[src/source/hpsdr_pkg.sv]
// Upstream packer shared definitions
package hpsdr_pkg;

  localparam int FRAME_LEN     = 1032;  // EP6 and EP4
  localparam int DISC_LEN      = 60;
  localparam int SUBFRAME_LEN  = 512;
  localparam int EP6_THRESHOLD = 334;   // Sample words queued before EP6 starts
  localparam int LEN_W         = 11;    // Byte lengths and FIFO fill level

  localparam logic [7:0] SYNC_BYTE = 8'h7f;
  localparam logic [7:0] MAGIC0    = 8'hef;
  localparam logic [7:0] MAGIC1    = 8'hfe;
  localparam logic [7:0] EP6_ID    = 8'h06;
  localparam logic [7:0] EP4_ID    = 8'h04;

  typedef enum logic [3:0] {
    idle, disc_req, disc_body,
    wide_req, wide_hdr, wide_lo, wide_hi,
    ep6_req, ep6_hdr, sync_resp,
    rx2, rx1, rx0, mic1, mic0, pad
  } pkt_state_e;

  // APB register map
  typedef enum logic [5:0] {
    addr_rx_cfg    = 6'h00,  // Receivers minus one [7:3], speed [25:24]
    addr_vna_cfg   = 6'h09,  // VNA mode in bit 23
    addr_mac_hi    = 6'h10,
    addr_mac_lo    = 6'h11,
    addr_static_ip = 6'h12,
    addr_alt_mac   = 6'h13,
    addr_eeprom    = 6'h14,
    addr_resp_hi   = 6'h15,
    addr_resp_lo   = 6'h16,
    addr_resp_sent = 6'h17   // Read only
  } reg_addr_e;

endpackage

[src/source/cmd_regs.sv]
// Frame settings register block
`timescale 1ns/100ps

module cmd_regs import hpsdr_pkg::*; (
  input  logic        clk,
  input  logic        rst_n,
  input  logic        psel,
  input  logic        penable,
  input  logic        pwrite,
  input  logic [5:0]  paddr,
  input  logic [31:0] pwdata,
  output logic [31:0] prdata,
  output logic [6:0]  rx_round_cnt,
  output logic        vna,
  output logic [47:0] mac,
  output logic [31:0] static_ip,
  output logic [15:0] alt_mac,
  output logic [7:0]  eeprom_config,
  output logic [39:0] resp,
  input  logic        resp_toggle
);

  reg_addr_e   addr;
  logic        wr_en;
  logic [4:0]  nrx_m1;
  logic [1:0]  speed;
  logic        toggle_q;
  logic [31:0] resp_sent;

  assign addr  = reg_addr_e'(paddr);
  assign wr_en = psel & penable & pwrite;

  // Receivers per round, scaled by sample rate
  assign rx_round_cnt = ({2'b00, nrx_m1} + 7'd1) << speed;

  always_ff @(posedge clk or negedge rst_n) begin
    if (!rst_n) begin
      nrx_m1        <= '0;
      speed         <= '0;
      vna           <= 1'b0;
      mac           <= '0;
      static_ip     <= '0;
      alt_mac       <= '0;
      eeprom_config <= '0;
      resp          <= '0;
    end else if (wr_en) begin
      case (addr)
        addr_rx_cfg: begin
          nrx_m1 <= pwdata[7:3];
          speed  <= pwdata[25:24];
        end
        addr_vna_cfg:   vna           <= pwdata[23];
        addr_mac_hi:    mac[47:32]    <= pwdata[15:0];
        addr_mac_lo:    mac[31:0]     <= pwdata;
        addr_static_ip: static_ip     <= pwdata;
        addr_alt_mac:   alt_mac       <= pwdata[15:0];
        addr_eeprom:    eeprom_config <= pwdata[7:0];
        addr_resp_hi:   resp[39:32]   <= pwdata[7:0];
        addr_resp_lo:   resp[31:0]    <= pwdata;
        default: ;
      endcase
    end
  end

  // Responses handed to the host, one per toggle
  always_ff @(posedge clk or negedge rst_n) begin
    if (!rst_n) begin
      toggle_q  <= 1'b0;
      resp_sent <= '0;
    end else begin
      toggle_q <= resp_toggle;
      if (resp_toggle != toggle_q) begin
        resp_sent <= resp_sent + 32'd1;
      end
    end
  end

  always_comb begin
    prdata = '0;
    if (psel) begin
      case (addr)
        addr_rx_cfg:    prdata = {6'd0, speed, 16'd0, nrx_m1, 3'd0};
        addr_vna_cfg:   prdata = {8'd0, vna, 23'd0};
        addr_mac_hi:    prdata = {16'd0, mac[47:32]};
        addr_mac_lo:    prdata = mac[31:0];
        addr_static_ip: prdata = static_ip;
        addr_alt_mac:   prdata = {16'd0, alt_mac};
        addr_eeprom:    prdata = {24'd0, eeprom_config};
        addr_resp_hi:   prdata = {24'd0, resp[39:32]};
        addr_resp_lo:   prdata = resp[31:0];
        addr_resp_sent: prdata = resp_sent;
        default:        prdata = '0;
      endcase
    end
  end

  // No wait states, so setup is always followed by access
  a_apb_access: assert property (@(posedge clk) disable iff (!rst_n)
    psel && !penable |=> psel && penable);

endmodule

[config.mk]
export PLATFORM = sky130hd
export DESIGN_NAME = cmd_regs
export DESIGN_NICKNAME = d
export VERILOG_FILES = /design/src/source/hpsdr_pkg.sv /design/src/source/cmd_regs.sv
export SDC_FILE = /design/constraint.sdc
export NUM_CORES = 1
export LEC_CHECK = 0
export ABC_AREA = 1
export BUFFER_PORTS_ARGS = -buffer_cell sky130_fd_sc_hd__buf_2
export CAP_MARGIN = 20
export CORE_MARGIN = 10
export CORE_UTILIZATION = 50
export CTS_CLUSTER_DIAMETER = 80
export CTS_CLUSTER_SIZE = 14
export DETAILED_ROUTE_END_ITERATION = 8
export PLACE_DENSITY = 0.75
export SYNTH_ARGS = -nofsm -noshare
export SYNTH_HDL_FRONTEND = slang
export SYNTH_SLANG_ARGS = --single-unit
export TNS_END_PERCENT = 10
[constraint.sdc]
create_clock -name clk -period 2.7 [get_ports clk]
set_input_delay 0.27 -clock clk [delete_from_list [all_inputs] [get_ports clk]]
set_output_delay 0.27 -clock clk [all_outputs]
set_load 0.02 [all_outputs]
== Yosys cells after proc, flatten, opt, wreduce, memory -nomap -nowiden ==
Cells that the tools add are included.
Widths: inputs -> output; s select.
Cells by class
  shift-type cells: 1
  reductions and logical operators: 10
  add/sub/neg operators: 2
  muxes and demuxes: 2
  equality and inequality tests: 10
  bitwise operators: 2
Operators with widths (number)
  $pmux 32 s10: 1
  $eq 6x5->1 const B: 8
  $add 32x1->32 const B: 1
  $mux 32: 1
  $reduce_and 2->1: 9
  $shl 6x2->7: 1
  $add 5x1->6 const B: 1
  $eq 6x4->1 const B: 1
  $logic_not 6->1: 1
  $and 1x1->1: 2
  $ne 1x1->1: 1
Word-level totals
  bits in registers: 185
  word-level logic and storage cells: 39
  output and inout bits: 184
  bits of input ports: 44

== Depth between registers and ports, before layout ==
  depth after elaboration: 3
  mapped depth: 10
  gate-level depth less buffers: 10

== Worst setup path before layout ==
Ideal clock, no wire load.
  kind: reg2out
  from: register nrx_m1[0]
  to: output rx_round_cnt[4]
  arrival: 1434 ps
  cell stages (with the launch flop): 7
  path slack: 996 ps
  buffers on the path: 0
  data required time: 2430 ps
  cells stage by stage: dfrtp_1 > ha_1 > nand3_1 > xor2_1 > nand2_1 > nand2_1 > o21ai_0
Between the ends
  word-level cells in the longest chain between the ends: 2
RTL lines
  from (decl): RTL line cmd_regs.sv:25  | logic [4:0] nrx_m1;
  from (signal assigned): RTL line cmd_regs.sv:49  | nrx_m1 <= pwdata[7:3];
  $add 5x1->6: RTL line cmd_regs.sv:34  | assign rx_round_cnt = ({2'b00, nrx_m1} + 7'd1) << speed;
  $shl 6x2->7: RTL line cmd_regs.sv:34
  to (decl): RTL line cmd_regs.sv:13  | output logic [6:0] rx_round_cnt,
No other way between the ends.

== Worst setup path after layout ==
  from: input paddr[4]
  to: output prdata[8]
Between the ends
  word-level cells in the longest chain between the ends: 3
  elaborated cells on any way between the ends: 12
  classes of those cells: eq/ne (9); mux (2); reduce/logical (1)
RTL lines
  from (decl): RTL line cmd_regs.sv:10  | input logic [5:0] paddr,
  $eq 6x5->1 (tied with other cells): RTL line cmd_regs.sv:81  | case (addr)
  $pmux 32 s10 (*): RTL line cmd_regs.sv:81
  $mux 32 (*): RTL line cmd_regs.sv:80  | if (psel) begin
  to (decl): RTL line cmd_regs.sv:12  | output logic [31:0] prdata,
Mark *: on every way between the ends. The rest lies on a longest branch, timed or not.

==> flow_summary.json <==
{
  "status": "completed",
  "critPathSlowestCell": "nand2_2",
  "drcViolationCount": 0,
  "die_h_um": 159,
  "clkSinkCount": 185,
  "final_hold_viol_count": 0,
  "r2r_start": "resp_sent[0]",
  "min_to": "static_ip[20]",
  "synth_ff_type": "dfrtp_1",
  "crit_path_end_kind": "output pin",
  "grt_pass1_wl_um": 47000,
  "cts_root_buffer": "clkbuf_16",
  "ys_seq_area_frac": 0.483,
  "die_x_um": 159,
  "rr_worst_depth": 8,
  "wl_met2_um": 14800,
  "syn_avg_cell_area_um2": 8.29,
  "fill_cells": 1630,
  "ctsResizeCount": 0,
  "tritoncts": "yes",
  "detail_route.wirelength_um": 30400,
  "grt_pass1_vias": 8499,
  "dp.cells": 1585,
  "maxSlewHeadroom": 0.509,
  "m1WireLength_um": 12900,
  "dp_hpwl_um": 22200,
  "setup_viol": 0,
  "clock_path_buffers": 2,
  "worst_slew_pin_slew_ns": 0.737,
  "p_per_area_mw_per_mm2": 569,
  "finalSetupTns_ns": 0,
  "via_per_inst": 5.35,
  "rsz0062_at_grt": "false",
  "met3_length_um": 2180,
  "hold_path_class": "in -> reg",
  "yosysTopAreaCell": "dfrtp_1",
  "cts_buffers": 17,
  "multi_input_area_mm2": 0.00419,
  "r2r_slack_ns": 1.01,
  "antenna_cells": 0,
  "worstHoldStart": "pwdata[20]",
  "top_layer_used": "met4",
  "wl_per_cell_um": 18.8,
  "ant_nets": 0,
  "grt_max_degree": 88,
  "critical_path_required_ns": 2.43,
  "yosysWarnings": 0,
  "final_cells": 1617,
  "synth_area_leaders": "dfrtp_1 48%, nand2_1 13%, o21ai_2 6.8%",
  "final_max_slew_viol_count": 0,
  "ys_seq_elements": 185,
  "syn2layout_area_growth_pct": 19.6,
  "critPathKind": "in -> out",
  "ys_types": 38,
  "r2r-end": "resp_sent[12]",
  "fin_nets": 1418,
  "cp_slowest_stage_delay_ns": 0.32,
  "hold_depth": 3,
  "vias": 8643,
  "synth_edf_count": 0,
  "cp-start-kind": "primary input",
  "layout_min_cycle_time_ns": 2.15,
  "p_leak_uw": 0.00618,
  "arrival_ns": 1.88,
  "crit_path_cell_trace": "buf_2, inv_2, nor2_2, nand2_2, inv_1, nand2_1, nand3_1, nor2_1, nor2_1, buf_2",
  "finalCritPeriodShare": 0.796,
  "htree_levels": 4,
  "drive_gt1_frac": 0.299,
  "syn_nets": 1203,
  "first_iter_violations": 787,
  "whs_ns": 0.131,
  "clk_pin_slew_worst_paths_ns": 0.07,
  "clock.fmax_mhz": 465,
  "track_usage": 0.241,
  "synth_area_mm2": 0.00959,
  "async_reset_ff_frac": 1.00,
  "ir_worst_vdd_mv": 0.488,
  "clk_latency_ns": 0.43,
  "crit_fanout": 12,
  "syn_inst": 1157,
  "antenna_found_initial": 0,
  "overflow": 0,
  "start_util": 0.511,
  "netlist.area_leader.share": 0.483,
  "core_mm2": 0.0188,
  "rows": 50,
  "max_cap_viol_count": 0,
  "ios": 228,
  "gp_congestion": 0.957,
  "final-seq-area_mm2": 0.00463,
  "drt_pre_antenna_iters": 7,
  "port_buffers": 227,
  "finClkSkew_ns": 0.00637,
  "die_area_mm2": 0.0251
}
==> cell usage after synthesis (all sizes together) (2+ instances only) <==
master / instances
nand2: 378
dfrtp: 185
o21ai: 185
nor2: 106
inv: 100
nand3: 90
buf: 36
xor2: 19
clkbuf: 13
nand4: 10
a21oi: 9
nor3: 8
xnor2: 7
nand3b: 3
ha: 2
==> registers in the layout (all words and copies together) (netlist names) <==
name / cells
resp: 40
resp_sent: 32
nrx_m1: 5
vna: 1
alt_mac: 16
speed: 2
eeprom_config: 8
toggle_q: 1
mac: 48
static_ip: 32
==> through the flow <==
| step | util | power, µW | instance area (µm²) | setup WS [ns] |
|---|---|---|---|---|
| 2_1_floorplan | - | 3560 | 9590 | 0.996 |
| 3_3_place_gp | 0.578 | 3910 | 10800 | 0.575 |
| 3_5_place_dp | 0.578 | 3930 | 10800 | 0.541 |
| 4_1_cts | 0.611 | 6540 | 11500 | 0.528 |
| 5_1_grt | 0.611 | 6750 | 11500 | 0.353 |
| 6_report | 0.611 | 6530 | 11500 | 0.551 |
==> layout make-up <==
cell class	instances	share of cell area
inverters	101	0.0342
repair buffers	245	0.119
flip-flops and latches	185	0.403
multi-input cells	822	0.365
well taps	234	0.0255
clock buffers	18	0.0383
clock inverters	12	0.0152
==> metal layers <==
| layer | up-vias | track usage |
|---|---|---|
| met5 | - | 0 |
| met2 | 329 | 0.390 |
| met3 | 38 | 0.0526 |
| li1 | 4140 | - |
| met4 | 0 | 0.0732 |
| met1 | 4136 | 0.316 |
==> cells in the final DEF (no fill, tap or decap), types with 5 or more instances in the layout <==
cell type | Yosys | layout
o21ai_1 | 27 | 27
xnor2_1 | 7 | 7
xor2_1 | 19 | 19
nor2_4 | 7 | 7
dfrtp_1 | 185 | 185
inv_1 | 94 | 94
buf_2 | 11 | 226
nor2_2 | 10 | 11
clkinv_2 | 1 | 5
buf_4 | 4 | 10
nand3_1 | 84 | 84
o21ai_0 | 84 | 84
nand2_4 | 6 | 6
nor3_1 | 8 | 8
buf_12 | 2 | 6
nor2_1 | 88 | 87
a21oi_1 | 9 | 9
nand4_1 | 10 | 10
nand2_2 | 27 | 27
nand3_2 | 6 | 6
nand2_1 | 344 | 344
o21ai_2 | 74 | 74
clkbuf_16 | 0 | 17
==> timing repair <==
action | in CTS | in global routing
hold endpoints to repair | 85 | 0
buffers inserted | 0 | 0
hold buffers | 2 | 0
==> critical path: cells and delay by family <==
| kind | cells | cell delay, ns |
|---|---|---|
| buf+inv | 4 | 0.63 |
| simple gates | 6 | 0.97 |
==> logic make-up after synthesis <==
logic type	after synthesis	synth area share
AO/OA/AOI/OAI	198	0.134
XOR/XNOR	26	0.0237
adder cells (fa/ha/maj)	2	0.00261
buffers and inverters	150	0.0810
flip-flops	185	0.483
AND/OR/NAND/NOR	596	0.276
==> how the worst max path moves through the flow <==
stage	start	cells after the start	slack (ns)	end
after floorplan	nrx_m1[0]	6	1.0	rx_round_cnt[4]
after global placement	paddr[4]	10	0.57	prdata[15]
after detailed placement	paddr[4]	10	0.54	prdata[8]
after CTS	paddr[4]	10	0.53	prdata[8]
after global routing	nrx_m1[0]	7	0.35	rx_round_cnt[4]
final	paddr[4]	10	0.55	prdata[8]
==> where the power goes <==
group          switching, µW  total (µW)  internal, µW
combinational            536         786           249
sequential               165        3090          2930
clock                   1080        2650          1570
(Power assumes the default switching activity.)
