<file path="src/source/hpsdr_pkg.sv">
// Upstream packer shared definitions
package hpsdr_pkg;

  localparam int FRAME_LEN     = 1032;  // EP6 and EP4
  localparam int DISC_LEN      = 60;
  localparam int SUBFRAME_LEN  = 512;
  localparam int EP6_THRESHOLD = 334;   // Sample words queued before EP6 starts
  localparam int LEN_W         = 11;    // Byte lengths and FIFO fill level

  localparam logic [7:0] SYNC_BYTE = 8'h7f;
  localparam logic [7:0] MAGIC0    = 8'hef;
  localparam logic [7:0] MAGIC1    = 8'hfe;
  localparam logic [7:0] EP6_ID    = 8'h06;
  localparam logic [7:0] EP4_ID    = 8'h04;

  typedef enum logic [3:0] {
    idle, disc_req, disc_body,
    wide_req, wide_hdr, wide_lo, wide_hi,
    ep6_req, ep6_hdr, sync_resp,
    rx2, rx1, rx0, mic1, mic0, pad
  } pkt_state_e;

  // APB register map
  typedef enum logic [5:0] {
    addr_rx_cfg    = 6'h00,  // Receivers minus one [7:3], speed [25:24]
    addr_vna_cfg   = 6'h09,  // VNA mode in bit 23
    addr_mac_hi    = 6'h10,
    addr_mac_lo    = 6'h11,
    addr_static_ip = 6'h12,
    addr_alt_mac   = 6'h13,
    addr_eeprom    = 6'h14,
    addr_resp_hi   = 6'h15,
    addr_resp_lo   = 6'h16,
    addr_resp_sent = 6'h17   // Read only
  } reg_addr_e;

endpackage

</file>
<file path="src/source/upstream_packer.sv">
// Upstream UDP payload packer
`timescale 1ns/100ps

module upstream_packer import hpsdr_pkg::*; #(
  parameter logic [7:0] NR           = 8'd1,
  parameter logic [7:0] SERIAL_NO    = 8'd0,
  parameter logic [7:0] HARD_STATUS1 = 8'h40,
  parameter logic [7:0] BOARD_ID     = 8'h06
) (
  input  logic             clk,
  input  logic             rst_n,
  input  logic             run,
  input  logic             have_ip,
  input  logic             wide_spectrum,
  input  logic             discovery,
  input  logic [47:0]      mac,
  input  logic [31:0]      static_ip,
  input  logic [15:0]      alt_mac,
  input  logic [7:0]       eeprom_config,
  input  logic             vna,
  input  logic [6:0]       rx_round_cnt,
  input  logic [39:0]      resp,
  output logic             resp_toggle,
  input  logic             us_tvalid,
  output logic             us_tready,
  input  logic [23:0]      us_tdata,
  input  logic             us_tuser,
  input  logic             us_tlast,
  input  logic [LEN_W-1:0] us_tlength,
  input  logic             bs_tvalid,
  output logic             bs_tready,
  input  logic [11:0]      bs_tdata,
  output logic             udp_tx_request,
  output logic [LEN_W-1:0] udp_tx_length,
  output logic [7:0]       udp_tx_data,
  input  logic             udp_tx_enable,
  output logic             watchdog_up
);

  localparam int SUB_W = $clog2(SUBFRAME_LEN);

  pkt_state_e       state, state_next;
  pkt_state_e       after_sub;
  logic [LEN_W-1:0] byte_no, byte_no_next;
  logic [LEN_W-1:0] tx_len_next;
  logic [7:0]       data_q, data_next;
  logic [6:0]       round_bytes, round_bytes_next;
  logic             mic_bit, mic_bit_next;
  logic [31:0]      ep6_seq, ep4_seq;
  logic [31:0]      hdr_seq;
  logic             is_ep6;
  logic [6:0]       bs_cnt;  // EP6 frames until next EP4
  logic             disc_pending;
  logic             ep6_go, ep4_go;
  logic             ep6_inc, ep4_inc, wide_start, resp_done, disc_done;
  logic [5:0]       disc_off;
  logic [SUB_W-1:0] sub_pos, sub_left;
  logic             sub_end;

  assign udp_tx_data = data_q;
  assign ep6_go = run & have_ip & us_tvalid & (us_tlength >= LEN_W'(EP6_THRESHOLD));
  assign ep4_go = wide_spectrum & bs_tvalid & (bs_cnt == '0);

  assign is_ep6   = (state == ep6_hdr);
  assign hdr_seq  = is_ep6 ? ep6_seq : ep4_seq;
  assign disc_off = 6'(DISC_LEN - 2) - byte_no[5:0];
  assign sub_pos  = byte_no[SUB_W-1:0];
  assign sub_left = SUB_W'(SUBFRAME_LEN - 1) - sub_pos;
  assign sub_end  = (sub_pos == '0);
  assign after_sub = byte_no[SUB_W] ? sync_resp : idle;  // Second subframe or done

  always_comb begin
    state_next       = state;
    byte_no_next     = byte_no - LEN_W'(1);
    tx_len_next      = udp_tx_length;
    data_next        = data_q;
    round_bytes_next = round_bytes;
    mic_bit_next     = mic_bit;
    udp_tx_request   = 1'b0;
    us_tready        = 1'b0;
    bs_tready        = 1'b0;
    ep6_inc          = 1'b0;
    ep4_inc          = 1'b0;
    wide_start       = 1'b0;
    resp_done        = 1'b0;
    disc_done        = 1'b0;

    case (state)
      idle: begin
        byte_no_next = byte_no;
        if (discovery | disc_pending) begin
          tx_len_next = LEN_W'(DISC_LEN);
          state_next  = disc_req;
        end else if (ep6_go) begin
          tx_len_next = LEN_W'(FRAME_LEN);
          state_next  = ep6_req;
        end else if (ep4_go) begin
          tx_len_next = LEN_W'(FRAME_LEN);
          wide_start  = 1'b1;
          state_next  = wide_req;
        end
      end

      disc_req: begin
        udp_tx_request = 1'b1;
        byte_no_next   = LEN_W'(DISC_LEN - 2);
        data_next      = MAGIC0;
        if (udp_tx_enable) state_next = disc_body;
      end

      disc_body: begin
        case (disc_off)
          6'd0:    data_next = MAGIC1;
          6'd1:    data_next = run ? 8'h03 : 8'h02;
          6'd2:    data_next = mac[47:40];
          6'd3:    data_next = mac[39:32];
          6'd4:    data_next = mac[31:24];
          6'd5:    data_next = mac[23:16];
          6'd6:    data_next = mac[15:8];
          6'd7:    data_next = mac[7:0];
          6'd8:    data_next = SERIAL_NO;
          6'd9:    data_next = {eeprom_config[7:5], 5'd0};
          6'd10:   data_next = 8'h00;
          6'd11:   data_next = static_ip[31:24];
          6'd12:   data_next = static_ip[23:16];
          6'd13:   data_next = static_ip[15:8];
          6'd14:   data_next = static_ip[7:0];
          6'd15:   data_next = alt_mac[15:8];
          6'd16:   data_next = alt_mac[7:0];
          6'd17:   data_next = NR;
          6'd18:   data_next = HARD_STATUS1;
          default: data_next = BOARD_ID;
        endcase
        if (byte_no == '0) begin
          disc_done  = 1'b1;
          state_next = idle;
        end
      end

      wide_req, ep6_req: begin
        udp_tx_request = 1'b1;
        byte_no_next   = LEN_W'(FRAME_LEN - 2);
        data_next      = MAGIC0;
        if (udp_tx_enable) state_next = (state == ep6_req) ? ep6_hdr : wide_hdr;
      end

      // Header position follows from the low bits of byte_no
      wide_hdr, ep6_hdr: begin
        case (byte_no[2:0])
          3'd6: data_next = MAGIC1;
          3'd5: data_next = 8'h01;
          3'd4: data_next = is_ep6 ? EP6_ID : EP4_ID;
          3'd3: data_next = hdr_seq[31:24];
          3'd2: data_next = hdr_seq[23:16];
          3'd1: data_next = hdr_seq[15:8];
          3'd0: begin
            data_next = hdr_seq[7:0];
            if (is_ep6) begin
              ep6_inc    = 1'b1;
              state_next = sync_resp;
            end else begin
              ep4_inc    = 1'b1;
              state_next = wide_lo;
            end
          end
          default: data_next = 8'h00;
        endcase
      end

      wide_lo: begin
        data_next  = {bs_tdata[3:0], 4'h0};
        state_next = wide_hi;
      end

      wide_hi: begin
        data_next  = bs_tdata[11:4];
        bs_tready  = bs_tvalid;
        state_next = (byte_no == '0) ? idle : wide_lo;
      end

      sync_resp: begin
        round_bytes_next = '0;
        case (sub_left)
          0, 1, 2: data_next = SYNC_BYTE;
          3:       data_next = resp[39:32];
          4:       data_next = resp[31:24];
          5:       data_next = resp[23:16];
          6:       data_next = resp[15:8];
          7: begin
            data_next  = resp[7:0];
            resp_done  = 1'b1;
            state_next = rx2;
          end
          default: data_next = 8'h00;
        endcase
      end

      rx2: begin
        round_bytes_next = round_bytes + 7'd1;
        data_next        = us_tdata[23:16];
        if (round_bytes == '0) mic_bit_next = us_tuser;  // First receiver feeds the mic slot
        state_next       = sub_end ? after_sub : rx1;
      end

      rx1: begin
        round_bytes_next = round_bytes + 7'd1;
        data_next        = us_tdata[15:8];
        state_next       = sub_end ? after_sub : rx0;
      end

      rx0: begin
        round_bytes_next = round_bytes + 7'd1;
        data_next        = us_tdata[7:0];
        us_tready        = us_tvalid;
        if (sub_end) state_next = after_sub;
        else state_next = us_tlast ? mic1 : rx2;
      end

      mic1: begin
        round_bytes_next = round_bytes + 7'd1;
        data_next        = 8'h00;
        state_next       = sub_end ? after_sub : mic0;
      end

      mic0: begin
        round_bytes_next = '0;
        data_next        = vna ? {7'd0, mic_bit} : 8'h00;
        // Room left for a full round?
        if (sub_end) state_next = after_sub;
        else state_next = (sub_pos > SUB_W'(round_bytes)) ? rx2 : pad;
      end

      pad: begin
        data_next = 8'h00;
        if (sub_end) state_next = after_sub;
      end

      default: state_next = idle;
    endcase
  end

  always_ff @(posedge clk or negedge rst_n) begin
    if (!rst_n) begin
      state         <= idle;
      byte_no       <= '0;
      udp_tx_length <= '0;
      disc_pending  <= 1'b0;
    end else begin
      state         <= state_next;
      byte_no       <= byte_no_next;
      udp_tx_length <= tx_len_next;
      if (discovery) disc_pending <= 1'b1;
      else if (disc_done) disc_pending <= 1'b0;
    end
  end

  always_ff @(posedge clk) begin
    data_q      <= data_next;
    round_bytes <= round_bytes_next;
    mic_bit     <= mic_bit_next;
  end

  always_ff @(posedge clk or negedge rst_n) begin
    if (!rst_n) begin
      ep6_seq     <= '0;
      ep4_seq     <= '0;
      bs_cnt      <= 7'd1;
      resp_toggle <= 1'b0;
      watchdog_up <= 1'b0;
    end else begin
      if (!run) begin
        ep6_seq <= '0;
        ep4_seq <= '0;
      end else begin
        if (ep6_inc) ep6_seq <= ep6_seq + 32'd1;
        if (ep4_inc) ep4_seq <= ep4_seq + 32'd1;
      end
      if (wide_start) begin
        bs_cnt      <= rx_round_cnt;
        watchdog_up <= ~watchdog_up;
      end else if (ep6_inc && bs_cnt != '0) begin
        bs_cnt <= bs_cnt - 7'd1;
      end
      if (resp_done) resp_toggle <= ~resp_toggle;
    end
  end

  // MAC grant must release the request on the next clock
  a_req_release: assert property (@(posedge clk) disable iff (!rst_n)
    udp_tx_request && udp_tx_enable |=> !udp_tx_request);

  a_state_known: assert property (@(posedge clk) disable iff (!rst_n)
    !$isunknown(state));

endmodule

</file>
<file path="config.mk">
export PLATFORM = sky130hd
export DESIGN_NAME = upstream_packer
export DESIGN_NICKNAME = d
export VERILOG_FILES = /design/src/source/hpsdr_pkg.sv /design/src/source/upstream_packer.sv
export SDC_FILE = /design/constraint.sdc
export NUM_CORES = 1
export LEC_CHECK = 0
export BUFFER_PORTS_ARGS = -buffer_cell sky130_fd_sc_hd__buf_2
export CAP_MARGIN = 20
export CORE_MARGIN = 4
export CORE_UTILIZATION = 50
export CTS_BUF_LIST = sky130_fd_sc_hd__clkbuf_8
export DETAILED_ROUTE_END_ITERATION = 12
export PLACE_DENSITY_LB_ADDON = 0.08
export SKIP_CTS_REPAIR_TIMING = 1
export SYNTH_ARGS = -nofsm -noshare
export SYNTH_HDL_FRONTEND = slang
export SYNTH_SLANG_ARGS = --single-unit
</file>
<file path="constraint.sdc">
create_clock -name clk -period 5.9 [get_ports clk]
set_input_delay 0.295 -clock clk [delete_from_list [all_inputs] [get_ports clk]]
set_output_delay 0.295 -clock clk [all_outputs]
set_load 0.02 [all_outputs]
</file>
# --- Yosys cells after proc, flatten, opt, wreduce, memory -nomap -nowiden ---
# Index checks and enable logic that the tools add are counted.
classes:
  addsub: 7
  order_cmp: 2
  n_eq_ne: 55
  n_mux: 59
  bitwise: 8
  reduce_logical: 26
ops:
  columns: ["operator", "count"]
  rows:
  - ["$mux 32", 5]
  - ["$pmux 8 s18", 1]
  - ["$pmux 8 s11", 1]
  - ["$mux 4", 17]
  - ["$add 32x1->32 const B", 2]
  - ["$pmux 4 s14", 1]
  - ["$pmux 8 s7", 1]
  - ["$eq 6x4->1 const B", 8]
  - ["$pmux 8 s6", 1]
  - ["$eq 9x3->1 const B", 4]
  - ["$mux 11", 3]
  - ["$pmux 11 s3", 1]
  - ["$eq 4x4->1 const B", 8]
  - ["$eq 6x3->1 const B", 4]
  - ["$mux 1", 21]
  - ["$eq 6x5->1 const B", 3]
  - ["$eq 9x2->1 const B", 2]
  - ["$logic_not 9->1", 2]
  - ["$eq 4x3->1 const B", 4]
  - ["$logic_not 7->1", 2]
  - ["$mux 7", 2]
  - ["$pmux 7 s2", 1]
  - ["$eq 6x2->1 const B", 2]
  - ["$ne 2x2->1 const B", 6]
  - ["35 further kinds", 55]
totals:
  regBits: 116
  inputBits: 210
  word_cells: 169

# --- Depth between registers and ports, before layout ---
logic_depth:
  word_depth: 7
  depth_mapped: 13

# --- Worst setup path after synthesis ---
# No wires, ideal clock.
synth_timing:
  path_kind: "register to register"
  start: "register byte_no[0]"
  end: "register state[0]"
  t_arrival_ns: 2.646
  path_slack_ns: 3.130
  stages_incl_launch_ff: 12
  path_buffers: 2
  path_cell_list: "dfrtp_1 > buf_4 > inv_1 > ha_1 > nor2b_1 > buf_2 > nand3_1 > o31a_1 > o311ai_1 > o211ai_1 > a31oi_2 > mux2_2"
synth_between:
  elab_chain_len: 4
synth_lines:
  columns: ["item", "line", "source"]
  rows:
  - ["start, declared", "upstream_packer.sv:44", "logic [LEN_W-1:0] byte_no, byte_no_next;"]
  - ["start signal, assigned", "upstream_packer.sv:250", "byte_no <= byte_no_next;"]
  - ["$sub 9x9->9 / $gt 9x7->1 (equally long branches)", "upstream_packer.sv:68, upstream_packer.sv:230", null]
  - ["$eq 9x3->1 / $mux 3 (equally long branches)", "upstream_packer.sv:183, upstream_packer.sv:230", null]
  - ["$ne 2x2->1 (no source line) / $mux 4 (equally long branches)", null, null]
  - ["$reduce_and 7->1 (no source line) / $pmux 4 s14 (equally long branches)", null, null]
  - ["end signal, assigned", "upstream_packer.sv:244", "state <= idle;"]
  - ["end signal, assigned", "upstream_packer.sv:249", "state <= state_next;"]
  - ["end, declared", "upstream_packer.sv:42", "pkt_state_e state, state_next;"]
# Several ways; a longest one is shown, not always the timed one.
# A chain may end at the register's enable or synchronous reset.

# --- Worst setup path after layout ---
layout_timing:
  start: "register byte_no[1]"
  end: "register data_q[2], in the netlist udp_tx_data[2] (data pin)"
layout_between:
  elab_chain_len: 5
layout_lines:
  columns: ["item", "line", "source"]
  rows:
  - ["$sub 9x9->9 / $sub 6x6->6 (equally long branches)", "upstream_packer.sv:68, upstream_packer.sv:66", null]
  - ["$eq 9x1->1 (tied with other cells)", "upstream_packer.sv:183", "case (sub_left)"]
  - ["$reduce_or 3->1 / $reduce_or 2->1 (equally long branches)", null, null]
  - ["$pmux 8 s6 / $pmux 8 s18 (equally long branches)", "upstream_packer.sv:183, upstream_packer.sv:112", null]
  - ["$pmux 8 s11 *", "upstream_packer.sv:88", "case (state)"]
  - ["named net data_next[2]", "upstream_packer.sv:46", "logic [7:0] data_q, data_next;"]
  - ["end signal, assigned", "upstream_packer.sv:258", "data_q <= data_next;"]
  - ["end, declared", "upstream_packer.sv:46", null]
# Mark *: on every way through the listed nets, which the timed path passes. The rest lies on a longest branch.

==> impl_metrics.csv <==
group,metric,value,unit
outcome,status,"complete, no violations",
timing,finalCritPeriodShare,62.1,%
worst_hold_path,hp-class,"in -> reg",
setup_path,crit_family,"compound AO/OA/AOI/OAI gates",
flow_run,maxCapViolCount,0,
setup_path,slowest_delay,0.74,ns
grt,grt_util_all_layers,28.9,%
timing,slew_headroom,30.4,%
timing,final.setup.tns,0,ns
layout,area_growth,16.8,%
route,drt_wl_total,28700,µm
cts,htreeDepth,3,
synthesis,synth_ff_type,"dfrtp_1",
cts,cts.sinks,108,
synthesis,seq_area_frac_synth,32.6,%
setup_path,critPathKind,"reg -> reg",
cts,clock_latency,0.40,ns
pwr,p_leak,4.28,nW
pwr,vdd_drop_max,194,µV
timing,rsz0062_at_grt,"false",
grt,grt-ovfl-total,0,
synthesis,synth.distinct_cells,93,
placed_design,gp_congestion,0.965,
layout,drive_above_1_share,24.2,%
synthesis,synth_seq_cells,108,
timing,fmax,273,MHz
pwr,power.density,389,nW/µm²
grt,antenna_found_initial,0,
setup_path,r2r_cells,7,
floorplan,start_util,51.3,%
timing,setup_viol,0,
route,drc,0,
cts,cts.path.max_buffers,2,
floorplan,dieArea,19200,µm²
worst_hold_path,hold_depth,1,
placed_design,portBuffers,221,
route,vias,8714,
floorplan,core-area,16600,µm²
placed_design,place_area,9750,µm²
pwr,total_power,3.87,mW
route,routedWlPerCell,20.1,µm
route,first_pass_iters,6,
setup_path,end_kind,"flip-flop",
route,first_iter_violations,866,
floorplan,rows,47,
cts,cts_tree,"done",
setup_path,crit_chain,"ha_1 > nand3_1 > a2111oi_4 > o41ai_1 > a2111o_1 > nor2b_2 > a41oi_1",
timing,skew,0.0216,ns
floorplan,die_x,139,µm
layout,fin_area,9970,µm²
setup_path,required,6.01,ns
setup_path,cp-start-kind,"flip-flop",
layout,final_common_cell,"buf_2",
grt,grt_max_degree,74,
floorplan,io_pins,234,
setup_path,arrival,3.77,ns
grt,first_global_vias,8254,
synthesis,syn_area_per_cell,8.41,µm²
setup_path,cpMaxStageDelayCell,"a2111oi_4",
synthesis,synth_edf_count,16,
synthesis,netlist_area,8530,µm²
route,drtAntennaViolNets,0,
synthesis,synth_cells,1015,
synthesis,yosysWarnings,0,
timing,worst_slew_pin_slew,1.04,ns
placed_design,dp_hpwl,21900,µm
cts,cts_buffers,9,
layout,layout_common_cells,"221 x buf_2, 103 x nand2_1, 91 x dfrtp_1, 57 x and2_1, 56 x nand3_1",
timing,finalMaxSlewViolations,0,
cts,clockRootBuffer,"clkbuf_8",
setup_path,crit_cells,7,
layout,fillers,1615,
cts,clk_pin_slew,0.11,ns
grt,grt_pass1_wl,45300,µm
floorplan,dieHeight,139,µm
timing,hold_viol_final,0,
setup_path,crit_buf_inv,0,
layout,n_antenna_cell,0,
setup_path,path_max_fanout,16,
synthesis,synthArstFlopShare,85.2,%
timing,period_minus_slack,3.66,ns
route,via_per_inst,6.11,
layout,nets,1430,
[final cells by class]
cell class,count,area (µm²),share of cell area (%)
multi-input cells,812,5340,53.6
flip-flops and latches,108,2780,27.9
repair buffers,241,1260,12.6
well taps,220,275,2.76
clock buffers,9,124,1.24
inverters,30,113,1.13
clock inverters,7,72.6,0.728
[cells by family (layout without fill, tap and decap cells)]
kind of cell | after synthesis | in the layout | synth area share (%)
compound gates | 267 | 267 | 23.2
buf+inv | 100 | 287 | 5.03
fa+ha+maj | 18 | 18 | 2.64
flops | 108 | 108 | 32.6
other cells | 1 | 6 | 0.0439
simple gates | 435 | 435 | 27.3
xor+xnor | 73 | 73 | 7.58
mux | 13 | 13 | 1.58
[where the power goes]
part	total (mW)	switching (mW)	leakage, nW	internal (mW)
Sequential	1.11	0.185	1.39	0.922
Combinational	2.29	1.51	2.78	0.785
Clock	0.477	0.277	0.107	0.200
[path summary, 6_finish.rpt]
kind / from / endpoint / slack, ns
setup / recovery: byte_no[1]$_DFFE_PN0P_ / udp_tx_data[2]$_DFFE_PP_ / 2.24
hold / removal: us_tuser / mic_bit$_DFFE_PP_ / 0.07
setup reg to reg: byte_no[1]$_DFFE_PN0P_ / udp_tx_data[2]$_DFFE_PP_ / 2.24
hold reg to reg: watchdog_up$_DFFE_PN0P_ / watchdog_up$_DFFE_PN0P_ / 0.47
max in group asynchronous: rst_n / ep4_seq[4]$_DFFE_PN0P_ / 4.40
min in group asynchronous: rst_n / ep4_seq[13]$_DFFE_PN0P_ / 0.40
[per-layer routing]
layer / vias to the layer above / share of wire [%] / routed length [µm] / GRT usage (%)
met3: 47 / 7.4 / 2130 / 6.14
li1: 4140 / - / - / -
met4: 0 / 2.6 / 733 / 7.88
met5: - / 0 / 0 / 0
met1: 4176 / 43 / 12300 / 39.4
met2: 351 / 47 / 13500 / 46.9
[cells in the mapped netlist, types with 13 or more instances]
library cell	n	area share, %
nand2_1	103	4.5
nor2_1	52	2.3
clkbuf_1	39	1.7
a22oi_1	41	3.6
nor3_1	26	1.5
o21ai_0	36	2.1
a22o_1	14	1.4
nand4_1	43	3.2
a21oi_1	51	3.0
inv_1	27	1.2
xnor2_1	53	5.4
xor2_1	19	2.0
dfrtp_1	91	27
ha_1	18	2.6
and2_1	57	4.2
buf_2	13	0.76
nor2b_1	15	1.1
edfxtp_1	16	5.6
nand3_1	56	3.3
nor4_1	13	0.95
and3_1	14	1.0
[metrics by stage]
step / cells / hold WS, ns / util [%] / setup WS (ns)
4_1_cts: 1425 / -0.140 / 59.8 / 2.28
3_3_place_gp: 1409 / 0.298 / 58.6 / 2.30
5_1_grt: 1427 / 0.0598 / 59.9 / 2.00
2_1_floorplan: 1020 / -0.000591 / - / 3.13
3_5_place_dp: 1409 / 0.294 / 58.6 / 2.32
6_report: 1427 / 0.0710 / 59.9 / 2.24
[sequential cells by signal, summed over array words and instances, names as in the netlist, 3 cells and up]
name and flops:
bs_cnt 7, byte_no 11, ep4_seq 32, ep6_seq 32, round_bytes 7, state 4, udp_tx_data 8, udp_tx_length 3
Power figures use the tool's default switching activity.
